**src/logic/cpu_pkg.sv**
```systemverilog
package cpu_pkg;

  // memory timing and geometry
  localparam int MEM_LAT = 3;
  localparam int MEM_WORDS = 256;
  localparam int ADDR_W = $clog2(MEM_WORDS);
  // wide enough to hold MEM_LAT
  localparam int LAT_W = $clog2(MEM_LAT + 1);

  typedef logic [LAT_W-1:0] lat_cnt_t;

  typedef logic [15:0] word_t;

  // codes missing here decode as no-ops
  typedef enum logic [3:0] {
    ADD = 4'h0,
    SUB = 4'h1,
    XOR = 4'h2,
    SLL = 4'h4,
    SRA = 4'h5,
    ROR = 4'h6,
    LW  = 4'h8,
    SW  = 4'h9,
    LLB = 4'ha,
    LHB = 4'hb,
    BR  = 4'hc,
    HLT = 4'hf
  } opcode_e;

  // branch conditions on the flag register
  typedef enum logic [2:0] {NE, EQ, GT, LT, GE, LE, OV, AL} cond_e;

  // register form, rt doubles as imm4 for shifts and memory offsets
  typedef struct packed {
    opcode_e    opcode;
    logic [3:0] rd;
    logic [3:0] rs;
    logic [3:0] rt;
  } rtype_t;

  // byte immediate form (LLB, LHB)
  typedef struct packed {
    opcode_e    opcode;
    logic [3:0] rd;
    logic [7:0] imm8;
  } itype_t;

  // branch form with a word offset
  typedef struct packed {
    opcode_e    opcode;
    cond_e      cond;
    logic [8:0] off9;
  } btype_t;

  // three views of the same 16 bits
  typedef union packed {
    rtype_t r;
    itype_t i;
    btype_t b;
  } instr_t;

  typedef struct packed {
    logic z;
    logic v;
    logic n;
  } flags_t;

  // memory fill port, used while the core is stopped
  typedef struct packed {
    logic              en;
    logic              dmem;
    logic [ADDR_W-1:0] addr;
    word_t             data;
  } load_t;

  // one entry per committed instruction
  typedef struct packed {
    logic       valid;
    word_t      pc;
    logic       wr;
    logic [3:0] rd;
    word_t      data;
  } retire_t;

  // controller states
  typedef enum logic [2:0] {IDLE, FETCH, DECODE, EXEC, MEM, WB, HALT} state_e;

endpackage

```
**src/logic/cpu_ctrl.sv**
```systemverilog
module cpu_ctrl (
  input  logic             clk,
  input  logic             rst_n,
  input  logic             run,
  input  logic             done,
  input  cpu_pkg::opcode_e opcode,
  output logic             timer_start,
  output logic             ir_load,
  output logic             dmem_wr,
  output logic             reg_wr,
  output logic             flag_wr,
  output logic             pc_load,
  output logic             retire_valid,
  output logic             hlt,
  output logic             use_dmem
);

  cpu_pkg::state_e state;
  cpu_pkg::state_e state_nx;

  // decoded instruction classes
  logic writes_reg;
  logic writes_flags;
  logic is_mem;
  logic is_hlt;

  always_comb begin
    writes_reg   = 1'b0;
    writes_flags = 1'b0;
    case (opcode)
      cpu_pkg::ADD, cpu_pkg::SUB, cpu_pkg::XOR,
      cpu_pkg::SLL, cpu_pkg::SRA, cpu_pkg::ROR: begin
        writes_reg   = 1'b1;
        writes_flags = 1'b1;
      end
      // loads write a register but leave the flags
      cpu_pkg::LW, cpu_pkg::LLB, cpu_pkg::LHB: writes_reg = 1'b1;
      default: ;
    endcase
  end

  assign is_mem = (opcode == cpu_pkg::LW) || (opcode == cpu_pkg::SW);
  assign is_hlt = (opcode == cpu_pkg::HLT);

  always_comb begin
    state_nx = state;
    case (state)
      cpu_pkg::IDLE:   if (run) state_nx = cpu_pkg::FETCH;
      cpu_pkg::FETCH:  if (done) state_nx = cpu_pkg::DECODE;
      cpu_pkg::DECODE: state_nx = cpu_pkg::EXEC;
      cpu_pkg::EXEC:   state_nx = is_mem ? cpu_pkg::MEM : cpu_pkg::WB;
      cpu_pkg::MEM:    if (done) state_nx = cpu_pkg::WB;
      cpu_pkg::WB: begin
        // a dropped run lets the current instruction finish first
        if (is_hlt) state_nx = cpu_pkg::HALT;
        else if (run) state_nx = cpu_pkg::FETCH;
        else state_nx = cpu_pkg::IDLE;
      end
      // only reset leaves HALT
      default: state_nx = cpu_pkg::HALT;
    endcase
  end

  always_ff @(posedge clk or negedge rst_n) begin
    if (!rst_n) begin
      state <= cpu_pkg::IDLE;
    end else begin
      state <= state_nx;
    end
  end

  // fetch wait is launched on the way into FETCH so the fetch costs MEM_LAT cycles
  // MEM holds start high, the timer ignores it once busy
  assign timer_start = ((state_nx == cpu_pkg::FETCH) && (state != cpu_pkg::FETCH))
                       || (state == cpu_pkg::MEM);

  assign ir_load = (state == cpu_pkg::FETCH) && done;
  // single store write at the end of the access
  assign dmem_wr = (state == cpu_pkg::MEM) && done && (opcode == cpu_pkg::SW);
  assign flag_wr = (state == cpu_pkg::EXEC) && writes_flags;
  assign reg_wr = (state == cpu_pkg::WB) && writes_reg;
  // pc stays on the HLT word
  assign pc_load = (state == cpu_pkg::WB) && !is_hlt;
  assign retire_valid = (state == cpu_pkg::WB);
  assign hlt = (state == cpu_pkg::HALT);
  // write-back source select
  assign use_dmem = (opcode == cpu_pkg::LW);

endmodule

```
**config.mk**
```make
export PLATFORM = sky130hd
export DESIGN_NAME = cpu_ctrl
export DESIGN_NICKNAME = d
export VERILOG_FILES = /design/src/logic/cpu_pkg.sv /design/src/logic/cpu_ctrl.sv
export SDC_FILE = /design/constraint.sdc
export NUM_CORES = 1
export LEC_CHECK = 0
export BUFFER_PORTS_ARGS = -buffer_cell sky130_fd_sc_hd__buf_2
export CAP_MARGIN = 40
export CORE_AREA = 2 2 39 41
export CTS_BUF_LIST = sky130_fd_sc_hd__clkbuf_2
export CTS_CLUSTER_SIZE = 28
export DETAILED_ROUTE_END_ITERATION = 12
export DIE_AREA = 0 0 41 43
export PLACE_DENSITY = 0.5
export RECOVER_POWER = 25
export SYNTH_ARGS = -nofsm -noshare
export SYNTH_HDL_FRONTEND = slang
export SYNTH_SLANG_ARGS = --single-unit
```
**constraint.sdc**
```tcl
create_clock -name clk -period 2.9 [get_ports clk]
set_input_delay 0.58 -clock clk [delete_from_list [all_inputs] [get_ports clk]]
set_output_delay 0.58 -clock clk [all_outputs]
set_load 0.01 [all_outputs]
```
## Word-level counts from Yosys, hierarchy flattened

Index checks and enable logic that the tools add are counted.

| operators by class | value |
|---|---|
| bitwise gates (word level) | 0 |
| magnitude comparators | 0 |
| $mul | 0 |
| eq/ne operators | 18 |
| add/subtract/negate cells | 0 |
| divide/modulo/power cells | 0 |
| muxes and demuxes | 9 |
| shift operators | 0 |
| reduce and logical (&&, ||, !) cells | 14 |

Operator list:

| kind | number |
|---|---|
| 4-bit == test (second input constant) | 5 |
| 3-bit one-hot mux with 6 select lines | 1 |
| 4-bit by 3-bit == test with 1-bit output (second input constant) | 3 |
| 3-bit two-way mux | 4 |
| 3-bit == test (second input constant) | 3 |
| 9-bit OR reduction | 1 |
| 1-bit logical AND | 7 |
| 3-bit by 1-bit == test with 1-bit output (second input constant) | 2 |
| 3-bit by 2-bit == test with 1-bit output (second input constant) | 2 |
| 6-bit OR reduction | 1 |
| 4-bit by 1-bit == test with 1-bit output (second input constant) | 1 |
| 4-bit by 2-bit == test with 1-bit output (second input constant) | 1 |
| 4-bit zero test | 1 |
| 1-bit two-way mux | 4 |
| 3-bit zero test | 1 |
| 3-bit by 1-bit inequality test with 1-bit output (second input constant) | 1 |
| 1-bit logical OR | 2 |
| 1-bit zero test | 1 |

| storage, ports and cells | value |
|---|---|
| register bits | 3 |
| output and inout port bits | 9 |
| RAM bits | 0 |
| memories kept | 0 |
| bits in latches | 0 |
| logic and storage cells | 42 |
| input bits | 8 |
| ROM bits | 0 |

## Depth between registers and ports, before layout

Gate-level depths: netlist (run 1).

| depth | value |
|---|---|
| word-level depth | 7 |
| gate-level depth with buffers | 4 |
| depth with buffers taken out | 3 |

## Worst setup path after synthesis (run 1)

Ideal clock, no wire load.

| timing path | value |
|---|---|
| path kind | input-to-output |
| start point | input opcode[1] |
| end point | output dmem_wr |
| arrival | 1.194 ns |
| buffers on the path | 0 |
| stages on the path | 2 |
| setup slack | 1.126 ns |
| path through | or3b_4 -> nor3_2 |

| on the way | value |
|---|---|
| word-level cells in the longest chain between the ends | 2 |

RTL lines:

| item | RTL line | RTL |
|---|---|---|
| start: declaration | cpu_ctrl.sv:6 | `input cpu_pkg::opcode_e opcode,` |
| 4-bit == test | cpu_ctrl.sv:79 | `assign dmem_wr = (state == cpu_pkg::MEM) && done && (opcode == cpu_pkg::SW);` |
| 1-bit logical AND | cpu_ctrl.sv:79 |  |
| end: declaration | cpu_ctrl.sv:9 | `output logic dmem_wr,` |

Every way passes these cells.

## Final worst setup path (run 1)

Ends and elaborated chain as after synthesis.

==> impl_metrics.py, run 1 <==
metrics = {
    "synthesis": {
        "synth_top_family_by_area": "simple AND/OR/NAND/NOR gates",
        "synth_xor_area_frac": 0.0302,
        "synth_mux_area_frac": 0.0388,
        "syn_avg_cell_area_um2": 7.64,
        "synth_compound_area_frac": 0.237,
        "synth_cells": 38,
        "ys_warn_count": 0,
        "ys_ff_latch": 3,
        "synth_fa_ha_area_frac": 0,
        "synth.distinct_cells": 24,
        "yosysSeqAreaShare": 0.259,
        "synthSimpleGateAreaFrac": 0.341,
        "synth_fp_nets": 46,
        "syn_area_um2": 290,
    },
    "final_layout": {
        "largest_reg_flops": 3,
        "nFillCells": 161,
        "multi_input_area_um2": 188,
        "seq_area_um2": 75.1,
        "layout.nets": 65,
        "synthToLayoutAreaGrowth_pct": 36.6,
        "drive_above_1_share": 0.411,
        "largestRegisters": "state: 3 flops",
        "regMostFlops": "state",
        "antenna_cells": 0,
    },
    "power": {
        "p_leak_nw": 0.209,
        "comb_power_share": 0.485,
        "power_uw": 331,
        "p_per_area_mw_per_mm2": 836,
        "p_sw_frac": 0.463,
        "clock_power_share": 0.172,
        "ir_drop_v": 0.000212,
        "power.switching_uw": 154,
        "intPower_uw": 178,
        "p_seq_frac": 0.343,
    },
    "setup_path": {
        "cp.arrival_ns": 1.40,
        "worstSetupPathType": "primary input to output port",
        "path_max_fanout": 4,
        "cp-end-kind": "output port",
        "required_ns": 2.32,
        "start_kind": "primary input",
    },
    "die": {
        "die_area_mm2": 0.00176,
        "start_util": 0.210,
        "ios": 17,
        "core_area_mm2": 0.00138,
        "num_rows": 14,
        "die_x_um": 41,
        "die_h_um": 43,
    },
    "placement": {
        "hpwl_um": 552,
        "portBuffers": 16,
        "gp_congestion": 0.712,
    },
    "detailed_routing": {
        "wl_per_cell_um": 10.3,
        "wl_um": 745,
        "drtIter0Drc": 5,
        "vias": 340,
        "dr.pass1.iters": 4,
        "drtAntennaViolNets": 0,
        "vias_per_cell": 4.72,
        "post-route-drc-count": 0,
    },
    "global_routing": {
        "grt_util_all_layers": 0.101,
        "grt-ovfl-total": 0,
        "grt_pass1_wl_mm": 1.19,
        "grt_pass1_vias": 321,
        "grt_antenna_before_repair": 0,
        "grt_max_degree": 13,
    },
    "sta": {
        "tightest_slew_ns": 0.360,
        "period_minus_slack_ns": 1.98,
        "hold_violations": 0,
        "slew_violations": 0,
        "rsz0062_at_grt": "false",
        "tns_ns": 0,
        "setup_violations": 0,
        "fmax_ghz": 0.506,
        "period_share": 0.682,
        "slew_headroom": 0.760,
        "fin_worst_skew_ns": 0.00116,
    },
    "clock_tree": {
        "cts_buffers": 3,
        "ctsResizeCount": 0,
        "clock_latency_ns": 0.20,
        "h-tree-depth": 1,
        "cts_setup_buffers": 0,
        "clk_pin_slew_ns": 0.04,
        "clockBufferDepth": 2,
        "cts.sinks": 3,
        "cts_tree": "yes",
        "clock-root-buffer": "clkbuf_2",
        "ctsHoldBuffers": 0,
    },
    "worst_hold_path": {
        "hold_class": "primary input to asynchronous set/reset pin",
    },
    "run": {
        "drv_cap": 0,
    },
    "run_status": {
        "status": "finished, final reports clean",
    },
}
-- layout make-up --
type                            count  area share
Clock buffer                        4      0.0505
Tap cell                           16      0.0505
Timing Repair Buffer               16       0.199
Sequential cell                     3       0.189
Multi-Input combinational cell     29       0.473
Inverter                            4      0.0379
-- critical path, cell delays in order --
cell    delay (ns)
buf_2         0.12
or3b_4        0.41
nor3_2        0.14
buf_2         0.14
-- path summary, 6_finish.rpt --
check / end / cells after the start / slack [ns] / start
worst max-delay path: dmem_wr / 4 / 0.92 / opcode[1]
worst min-delay path: state[0] / 1 / 0.17 / rst_n
worst max register to register: state[0] / 3 / 1.58 / state[2]
worst min register to register: state[2] / 1 / 0.64 / state[0]
max in group asynchronous: state[1] / 1 / 2.58 / rst_n
min in group clk: state[2] / 1 / 0.64 / state[0]
-- layer usage --
layer  up-vias  GRT usage  routed length, um
met5         -          0                  0
met4         0      0.100                  0
met3         0     0.0314                 56
met2        12      0.144                342
met1       151      0.109                346
li1        177          -                  -
-- placed cells by master (no fill, tap or decap) --
cell type | Yosys | final
a22o_1 | 1 | 1
a21oi_1 | 4 | 4
nand2_1 | 4 | 4
buf_2 | 1 | 15
o31ai_1 | 1 | 1
xor2_1 | 1 | 1
nor4_1 | 1 | 1
a2111oi_1 | 1 | 1
nand4_1 | 2 | 2
and3b_1 | 1 | 1
nor2_1 | 3 | 3
or3b_4 | 1 | 1
clkbuf_2 | 0 | 4
and2_1 | 1 | 1
and3_1 | 1 | 1
dfrtp_1 | 3 | 3
clkbuf_1 | 0 | 1
nor3_2 | 1 | 1
or2_2 | 1 | 1
o21ai_0 | 1 | 1
a311oi_1 | 1 | 1
mux2_2 | 1 | 1
a32oi_1 | 1 | 1
nand3_1 | 1 | 1
inv_1 | 4 | 4
-- power by group through the flow --
stage / Clock, mW / Combinational [mW] / Sequential, mW
floorplan: 0 / 0.149 / 0.0783
global placement: 0 / 0.163 / 0.115
detailed placement: 0 / 0.161 / 0.113
CTS: 0.0607 / 0.161 / 0.112
global route: 0.0637 / 0.178 / 0.117
finish: 0.0570 / 0.161 / 0.114
-- cell families after synthesis --
group / after synthesis
AND/OR/NAND/NOR: 17
buffers and inverters: 6
XOR/XNOR: 1
multiplexers: 1
flip-flops: 3
AO/OA/AOI/OAI: 10
-- cell usage after synthesis --
cell / instances / area [um^2]
a32oi_1: 1 / 8.76
or3b_4: 1 / 11.3
a2111oi_1: 1 / 10.0
buf_2: 1 / 5.00
o31ai_1: 1 / 7.51
or2_2: 1 / 6.26
a21oi_1: 4 / 20.0
nand3_1: 1 / 5.00
a22o_1: 1 / 8.76
xor2_1: 1 / 8.76
and2_1: 1 / 6.26
a311oi_1: 1 / 8.76
nor2_1: 3 / 11.3
nor3_2: 1 / 10.0
inv_1: 4 / 15.0
nand4_1: 2 / 12.5
buf_4: 1 / 7.51
o21ai_0: 1 / 5.00
dfrtp_1: 3 / 75.1
mux2_2: 1 / 11.3
and3b_1: 1 / 8.76
nand2_1: 4 / 15.0
nor4_1: 1 / 6.26
and3_1: 1 / 6.26
-- through the flow --
| stage | hold slack [ns] | util | std cells | setup slack (ns) | area (um^2) |
|---|---|---|---|---|---|
| after global placement | 0.376 | 0.273 | 68 | 0.922 | 378 |
| after global routing | 0.161 | 0.287 | 72 | 0.851 | 397 |
| after CTS | 0.154 | 0.288 | 72 | 0.912 | 398 |
| after floorplan | 0.284 | - | 38 | 1.13 | 290 |
| final | 0.175 | 0.287 | 72 | 0.922 | 397 |
| after detailed placement | 0.378 | 0.273 | 68 | 0.914 | 378 |
Note: power is estimated with default switching activity, not from simulation.
==> inputs of run 2 (changes only) <==
clock period = 1.93 ns   (was 2.9 ns; I/O delays follow)
==> run 2 against run 1 <==
Net effect:
- cell area grew 2.5%
- combinational power is 51% higher
- clock power grew 50%
- setup slack got worse by 0.75 ns
- core utilization up 0.72 points
- sequential power up 50%
- hold slack improved by 0.32 ns
- final cell count increased by 1.4%
- first-iteration DRC count stayed put
- highest routed layer unchanged
==> impl_metrics.py, run 2 (synthesis results as in run 1) <==
metrics = {
    "sta": {
        "period_minus_slack_ns": 1.76,
        "finalHoldWorstSlack_ns": 0.494,
        "tns_ns": 0,
        "slew_headroom": 0.760,
        "period_share": 0.910,
        "fin_worst_skew_ns": 0.00116,
        "rsz0062_at_grt": "false",
        "setup_violations": 0,
        "hold_violations": 0,
        "tightest_slew_ns": 0.360,
        "slew_violations": 0,
        "fmax_ghz": 0.570,
    },
    "detailed_routing": {
        "top_layer": "met3",
        "dr_wl_met3_um": 56,
        "wl_per_cell_um": 10.2,
        "vias_per_cell": 4.71,
        "drtIter0Drc": 5,
        "wl_um": 747,
        "wirelength_met1_um": 348,
        "vias": 344,
        "route.met2.wl_um": 341,
        "dr.pass1.iters": 4,
        "post-route-drc-count": 0,
        "drtAntennaViolNets": 0,
    },
    "clock_tree": {
        "clockBufferDepth": 2,
        "cts_setup_buffers": 0,
        "cts.sinks": 3,
        "clock-root-buffer": "clkbuf_2",
        "h-tree-depth": 1,
        "clk_pin_slew_ns": 0.04,
        "cts_tree": "yes",
        "cts_buffers": 3,
        "clock_latency_ns": 0.20,
    },
    "power": {
        "clock_power_share": 0.171,
        "ir_drop_v": 0.000319,
        "p_leak_nw": 0.213,
        "comb_power_share": 0.487,
        "p_per_area_mw_per_mm2": 1230,
        "power_uw": 500,
        "intPower_uw": 269,
        "p_seq_frac": 0.342,
        "p_sw_frac": 0.462,
        "power.switching_uw": 231,
    },
    "run": {
        "drv_cap": 0,
    },
    "placement": {
        "dp_cells": 68,
        "gp_congestion": 0.712,
        "post_dp_cell_area_um2": 378,
        "portBuffers": 16,
        "hpwl_um": 552,
    },
    "worst_hold_path": {
        "holdPathEnd": "state[0]",
        "hp-start": "run",
        "min_path_cells": 3,
        "hold_class": "primary input to flop",
    },
    "setup_path": {
        "timing.rr.start": "state[2]",
        "r2r-end": "state[0]",
        "path_max_fanout": 10,
        "start_kind": "flop",
        "reg2regPathDepth": 3,
        "required_ns": 1.54,
        "cp-end-kind": "output port",
        "rrSetupSlack_ns": 0.61,
        "cp.arrival_ns": 1.37,
        "worstSetupPathType": "flop to output port",
    },
    "final_layout": {
        "multi_input_area_um2": 188,
        "largest_reg_flops": 3,
        "layoutNonFillerInstCount": 73,
        "final_common_cell": "buf_2",
        "nFillCells": 162,
        "fin_area_um2": 407,
        "antenna_cells": 0,
        "regMostFlops": "state",
        "largestRegisters": "state: 3 flops",
        "layout.nets": 66,
        "drive_above_1_share": 0.404,
        "layout_common_cells": "15 x buf_2, 4 x inv_1, 4 x nand2_1, 4 x a21oi_1, 4 x clkbuf_2",
        "seq_area_um2": 75.1,
        "synthToLayoutAreaGrowth_pct": 40.1,
    },
    "global_routing": {
        "grt-ovfl-total": 0,
        "grt_pass1_vias": 327,
        "grt_util_all_layers": 0.103,
        "grt_pass1_wl_mm": 1.21,
        "grt_max_degree": 13,
        "grt_antenna_before_repair": 0,
    },
    "die": {
        "die_h_um": 43,
        "num_rows": 14,
        "core_area_mm2": 0.00138,
        "die_area_mm2": 0.00176,
        "start_util": 0.210,
        "die_x_um": 41,
        "ios": 17,
    },
    "run_status": {
        "status": "finished, final reports clean",
    },
}
==> run 2: cell types whose count changed in the layout (fill, tap and decap cells not counted), sizes merged <==
cell,previous run,this run
dlygate4sd3,0,1
==> run 2: repair_timing <==
item	CTS	global route
resized for setup	0	0
setup endpoints to repair	0	0
hold buffers	1	0
hold endpoints to repair	3	0
==> run 2: layout make-up <==
class | count | share of cell area
Tap cell | 16 | 0.0492
Timing Repair Buffer | 17 | 0.218
Inverter | 4 | 0.0369
Clock buffer | 4 | 0.0492
Multi-Input combinational cell | 29 | 0.462
Sequential cell | 3 | 0.185
==> run 2: how the worst max path moves through the flow <==
stage / startpoint / to / slack [ns] / cells past startpoint
floorplan: state[1] / reg_wr / 0.49 / 4
detailed placement: opcode[1] / dmem_wr / 0.33 / 4
CTS: state[1] / flag_wr / 0.17 / 3
global route: state[2] / reg_wr / 0.08 / 4
global placement: opcode[1] / dmem_wr / 0.34 / 4
finish: state[1] / flag_wr / 0.17 / 3
==> run 2: power groups by stage <==
stage | Clock (mW) | Combinational (mW) | Sequential [mW]
after detailed placement | 0 | 0.242 | 0.169
after floorplan | 0 | 0.224 | 0.118
final | 0.0857 | 0.243 | 0.171
after global placement | 0 | 0.245 | 0.173
after CTS | 0.0912 | 0.244 | 0.169
after global routing | 0.0957 | 0.270 | 0.176
==> run 2: metrics by stage <==
step,utilization,worst slack (ns)
after CTS,0.295,0.171
after detailed placement,0.273,0.332
after global placement,0.273,0.340
after floorplan,-,0.488
after global routing,0.294,0.0772
final,0.294,0.175
==> run 2: metal layers <==
layer,global-route usage,vias to the layer above
met1,0.113,153
met3,0.0314,0
met4,0.100,0
li1,-,179
met2,0.147,12
met5,0,-
==> run 2: critical path: stages (launching register included) <==
cell	delay, ns
dfrtp_1	0.49
nand2_1	0.14
a2111oi_1	0.34
buf_2	0.20
==> inputs of run 3 (changes only) <==
==> constraint.sdc (replaced) <==
create_clock -name clk -period 1.93 [get_ports clk]
set_input_delay 0.193 -clock clk [delete_from_list [all_inputs] [get_ports clk]]
set_output_delay 0.193 -clock clk [all_outputs]
set_load 0.01 [all_outputs]
==> run 3 against run 2 <==
Net effect:
- flip-flop and latch count unchanged
- die area unchanged
- global-route usage is 1.1 points higher
- register-to-register slack better by 0.05 ns
==> impl_metrics.py, run 3 (synthesis results as in run 1) <==
metrics = {
    "sta": {
        "setup_violations": 0,
        "fin_worst_skew_ns": 0.00943,
        "rsz0062_at_grt": "false",
        "period_share": 0.828,
        "slew_headroom": 0.782,
        "fmax_ghz": 0.626,
        "period_minus_slack_ns": 1.60,
        "tns_ns": 0,
        "tightest_slew_ns": 0.328,
        "slew_violations": 0,
        "hold_violations": 0,
        "fin_ws_ns": 0.333,
    },
    "clock_tree": {
        "ctsResizeCount": 0,
        "clockBufferDepth": 2,
        "clk_pin_slew_ns": 0.05,
        "cts.sinks": 3,
        "h-tree-depth": 1,
        "cts_tree": "yes",
        "clock_latency_ns": 0.21,
        "cts_buffers": 3,
        "clock-root-buffer": "clkbuf_2",
    },
    "setup_path": {
        "critPathBufInv": 1,
        "timing.rr.start": "state[2]",
        "critical_path_depth": 3,
        "max_stage_delay_ns": 0.50,
        "cp_top_family": "flip-flops",
        "worstSetupPathType": "flop to output port",
        "cp-end-kind": "output port",
        "path_max_fanout": 10,
        "startpoint": "state[1]",
        "required_ns": 1.74,
        "cp.arrival_ns": 1.40,
        "start_kind": "flop",
        "path_cells": "nand2_1 -> a2111oi_1 -> buf_2",
        "reg2regPathDepth": 3,
        "slowest_stage": "dfrtp_1",
    },
    "final_layout": {
        "seq_area_um2": 75.1,
        "antenna_cells": 0,
        "synthToLayoutAreaGrowth_pct": 40.1,
        "layout_common_cells": "15 x buf_2, 4 x inv_1, 4 x nand2_1, 4 x a21oi_1, 4 x clkbuf_2",
        "regMostFlops": "state",
        "multi_input_area_um2": 188,
        "largest_reg_flops": 3,
        "nFillCells": 164,
        "drive_above_1_share": 0.404,
        "final_common_cell": "buf_2",
        "layout.nets": 66,
        "largestRegisters": "state: 3 flops",
    },
    "die": {
        "die_x_um": 41,
        "die_h_um": 43,
        "die_area_mm2": 0.00176,
        "start_util": 0.210,
        "core_area_mm2": 0.00138,
        "ios": 17,
        "num_rows": 14,
    },
    "detailed_routing": {
        "drtAntennaViolNets": 0,
        "dr.pass1.iters": 4,
        "post-route-drc-count": 0,
        "wl_per_cell_um": 10.7,
        "vias_per_cell": 4.84,
        "drtIter0Drc": 19,
        "vias": 353,
        "wl_um": 782,
    },
    "power": {
        "p_leak_nw": 0.213,
        "ir_drop_v": 0.000366,
        "p_sw_frac": 0.466,
        "intPower_uw": 269,
        "p_per_area_mw_per_mm2": 1240,
        "p_seq_frac": 0.337,
        "comb_power_share": 0.484,
        "clock_power_share": 0.180,
        "power.switching_uw": 235,
    },
    "global_routing": {
        "grt_pass1_vias": 300,
        "grt_util_all_layers": 0.115,
        "grt_max_degree": 13,
        "grt_pass1_wl_mm": 1.29,
        "grt_antenna_before_repair": 0,
        "grt-ovfl-total": 0,
    },
    "placement": {
        "gp_congestion": 0.712,
        "dp_slack_ns": 0.567,
        "portBuffers": 16,
        "hpwl_um": 565,
    },
    "run": {
        "drv_cap": 0,
    },
    "worst_hold_path": {
        "min_path_cells": 3,
        "hp-start": "run",
        "hold_class": "primary input to flop",
    },
    "run_status": {
        "status": "finished, final reports clean",
    },
}
run 3: cell counts in the layout (fill, tap and decap cells not counted):
No cell type changed its count.
run 3: area by class of cell:
type | count | area share
Multi-Input combinational cell | 29 | 0.462
Timing Repair Buffer | 17 | 0.218
Sequential cell | 3 | 0.185
Clock buffer | 4 | 0.0492
Tap cell | 16 | 0.0492
Inverter | 4 | 0.0369
run 3: power by group through the flow:
stage	clock (mW)	combinational [mW]	sequential (mW)
after global placement	0	0.245	0.171
after CTS	0.0955	0.246	0.169
after floorplan	0	0.224	0.118
final	0.0904	0.244	0.169
after global routing	0.103	0.274	0.178
after detailed placement	0	0.242	0.170
run 3: per-stage QoR:
stage	hold slack, ns	util	instance area [um^2]	total power [mW]	instances
after floorplan	-0.103	-	290	0.341	38
after global placement	-0.00973	0.273	378	0.416	68
after detailed placement	-0.00970	0.273	378	0.412	68
after CTS	0.274	0.295	408	0.510	73
after global routing	0.318	0.294	407	0.555	73
final	0.291	0.294	407	0.504	73
run 3: worst paths after layout:
check | to | slack [ns]
max in group asynchronous | state[2] | 1.47
max reg2reg | state[0] | 0.66
min in group asynchronous | state[1] | 0.31
min reg2reg | state[2] | 0.64
min | state[0] | 0.29
max | flag_wr | 0.33
run 3: what timing repair did:
action,in CTS,in global routing
setup buffers,0,0
hold endpoints to repair,3,0
endpoints found under the setup margin,0,0
hold buffers,1,0
run 3: per-layer routing:
layer | global-route usage | part of all wire | wire, um | up-vias
met1 | 0.142 | 0.43 | 334 | 157
met2 | 0.141 | 0.47 | 366 | 18
met4 | 0.100 | 0 | 0 | 0
met5 | 0 | 0 | 0 | -
met3 | 0.0524 | 0.10 | 81 | 0
li1 | - | - | - | 178
run 3: worst register-to-register path: stages, from the launching register on:
cell and delay, ns:
dfrtp_1 0.52, mux2_2 0.38, a32oi_1 0.14, o31ai_1 0.10
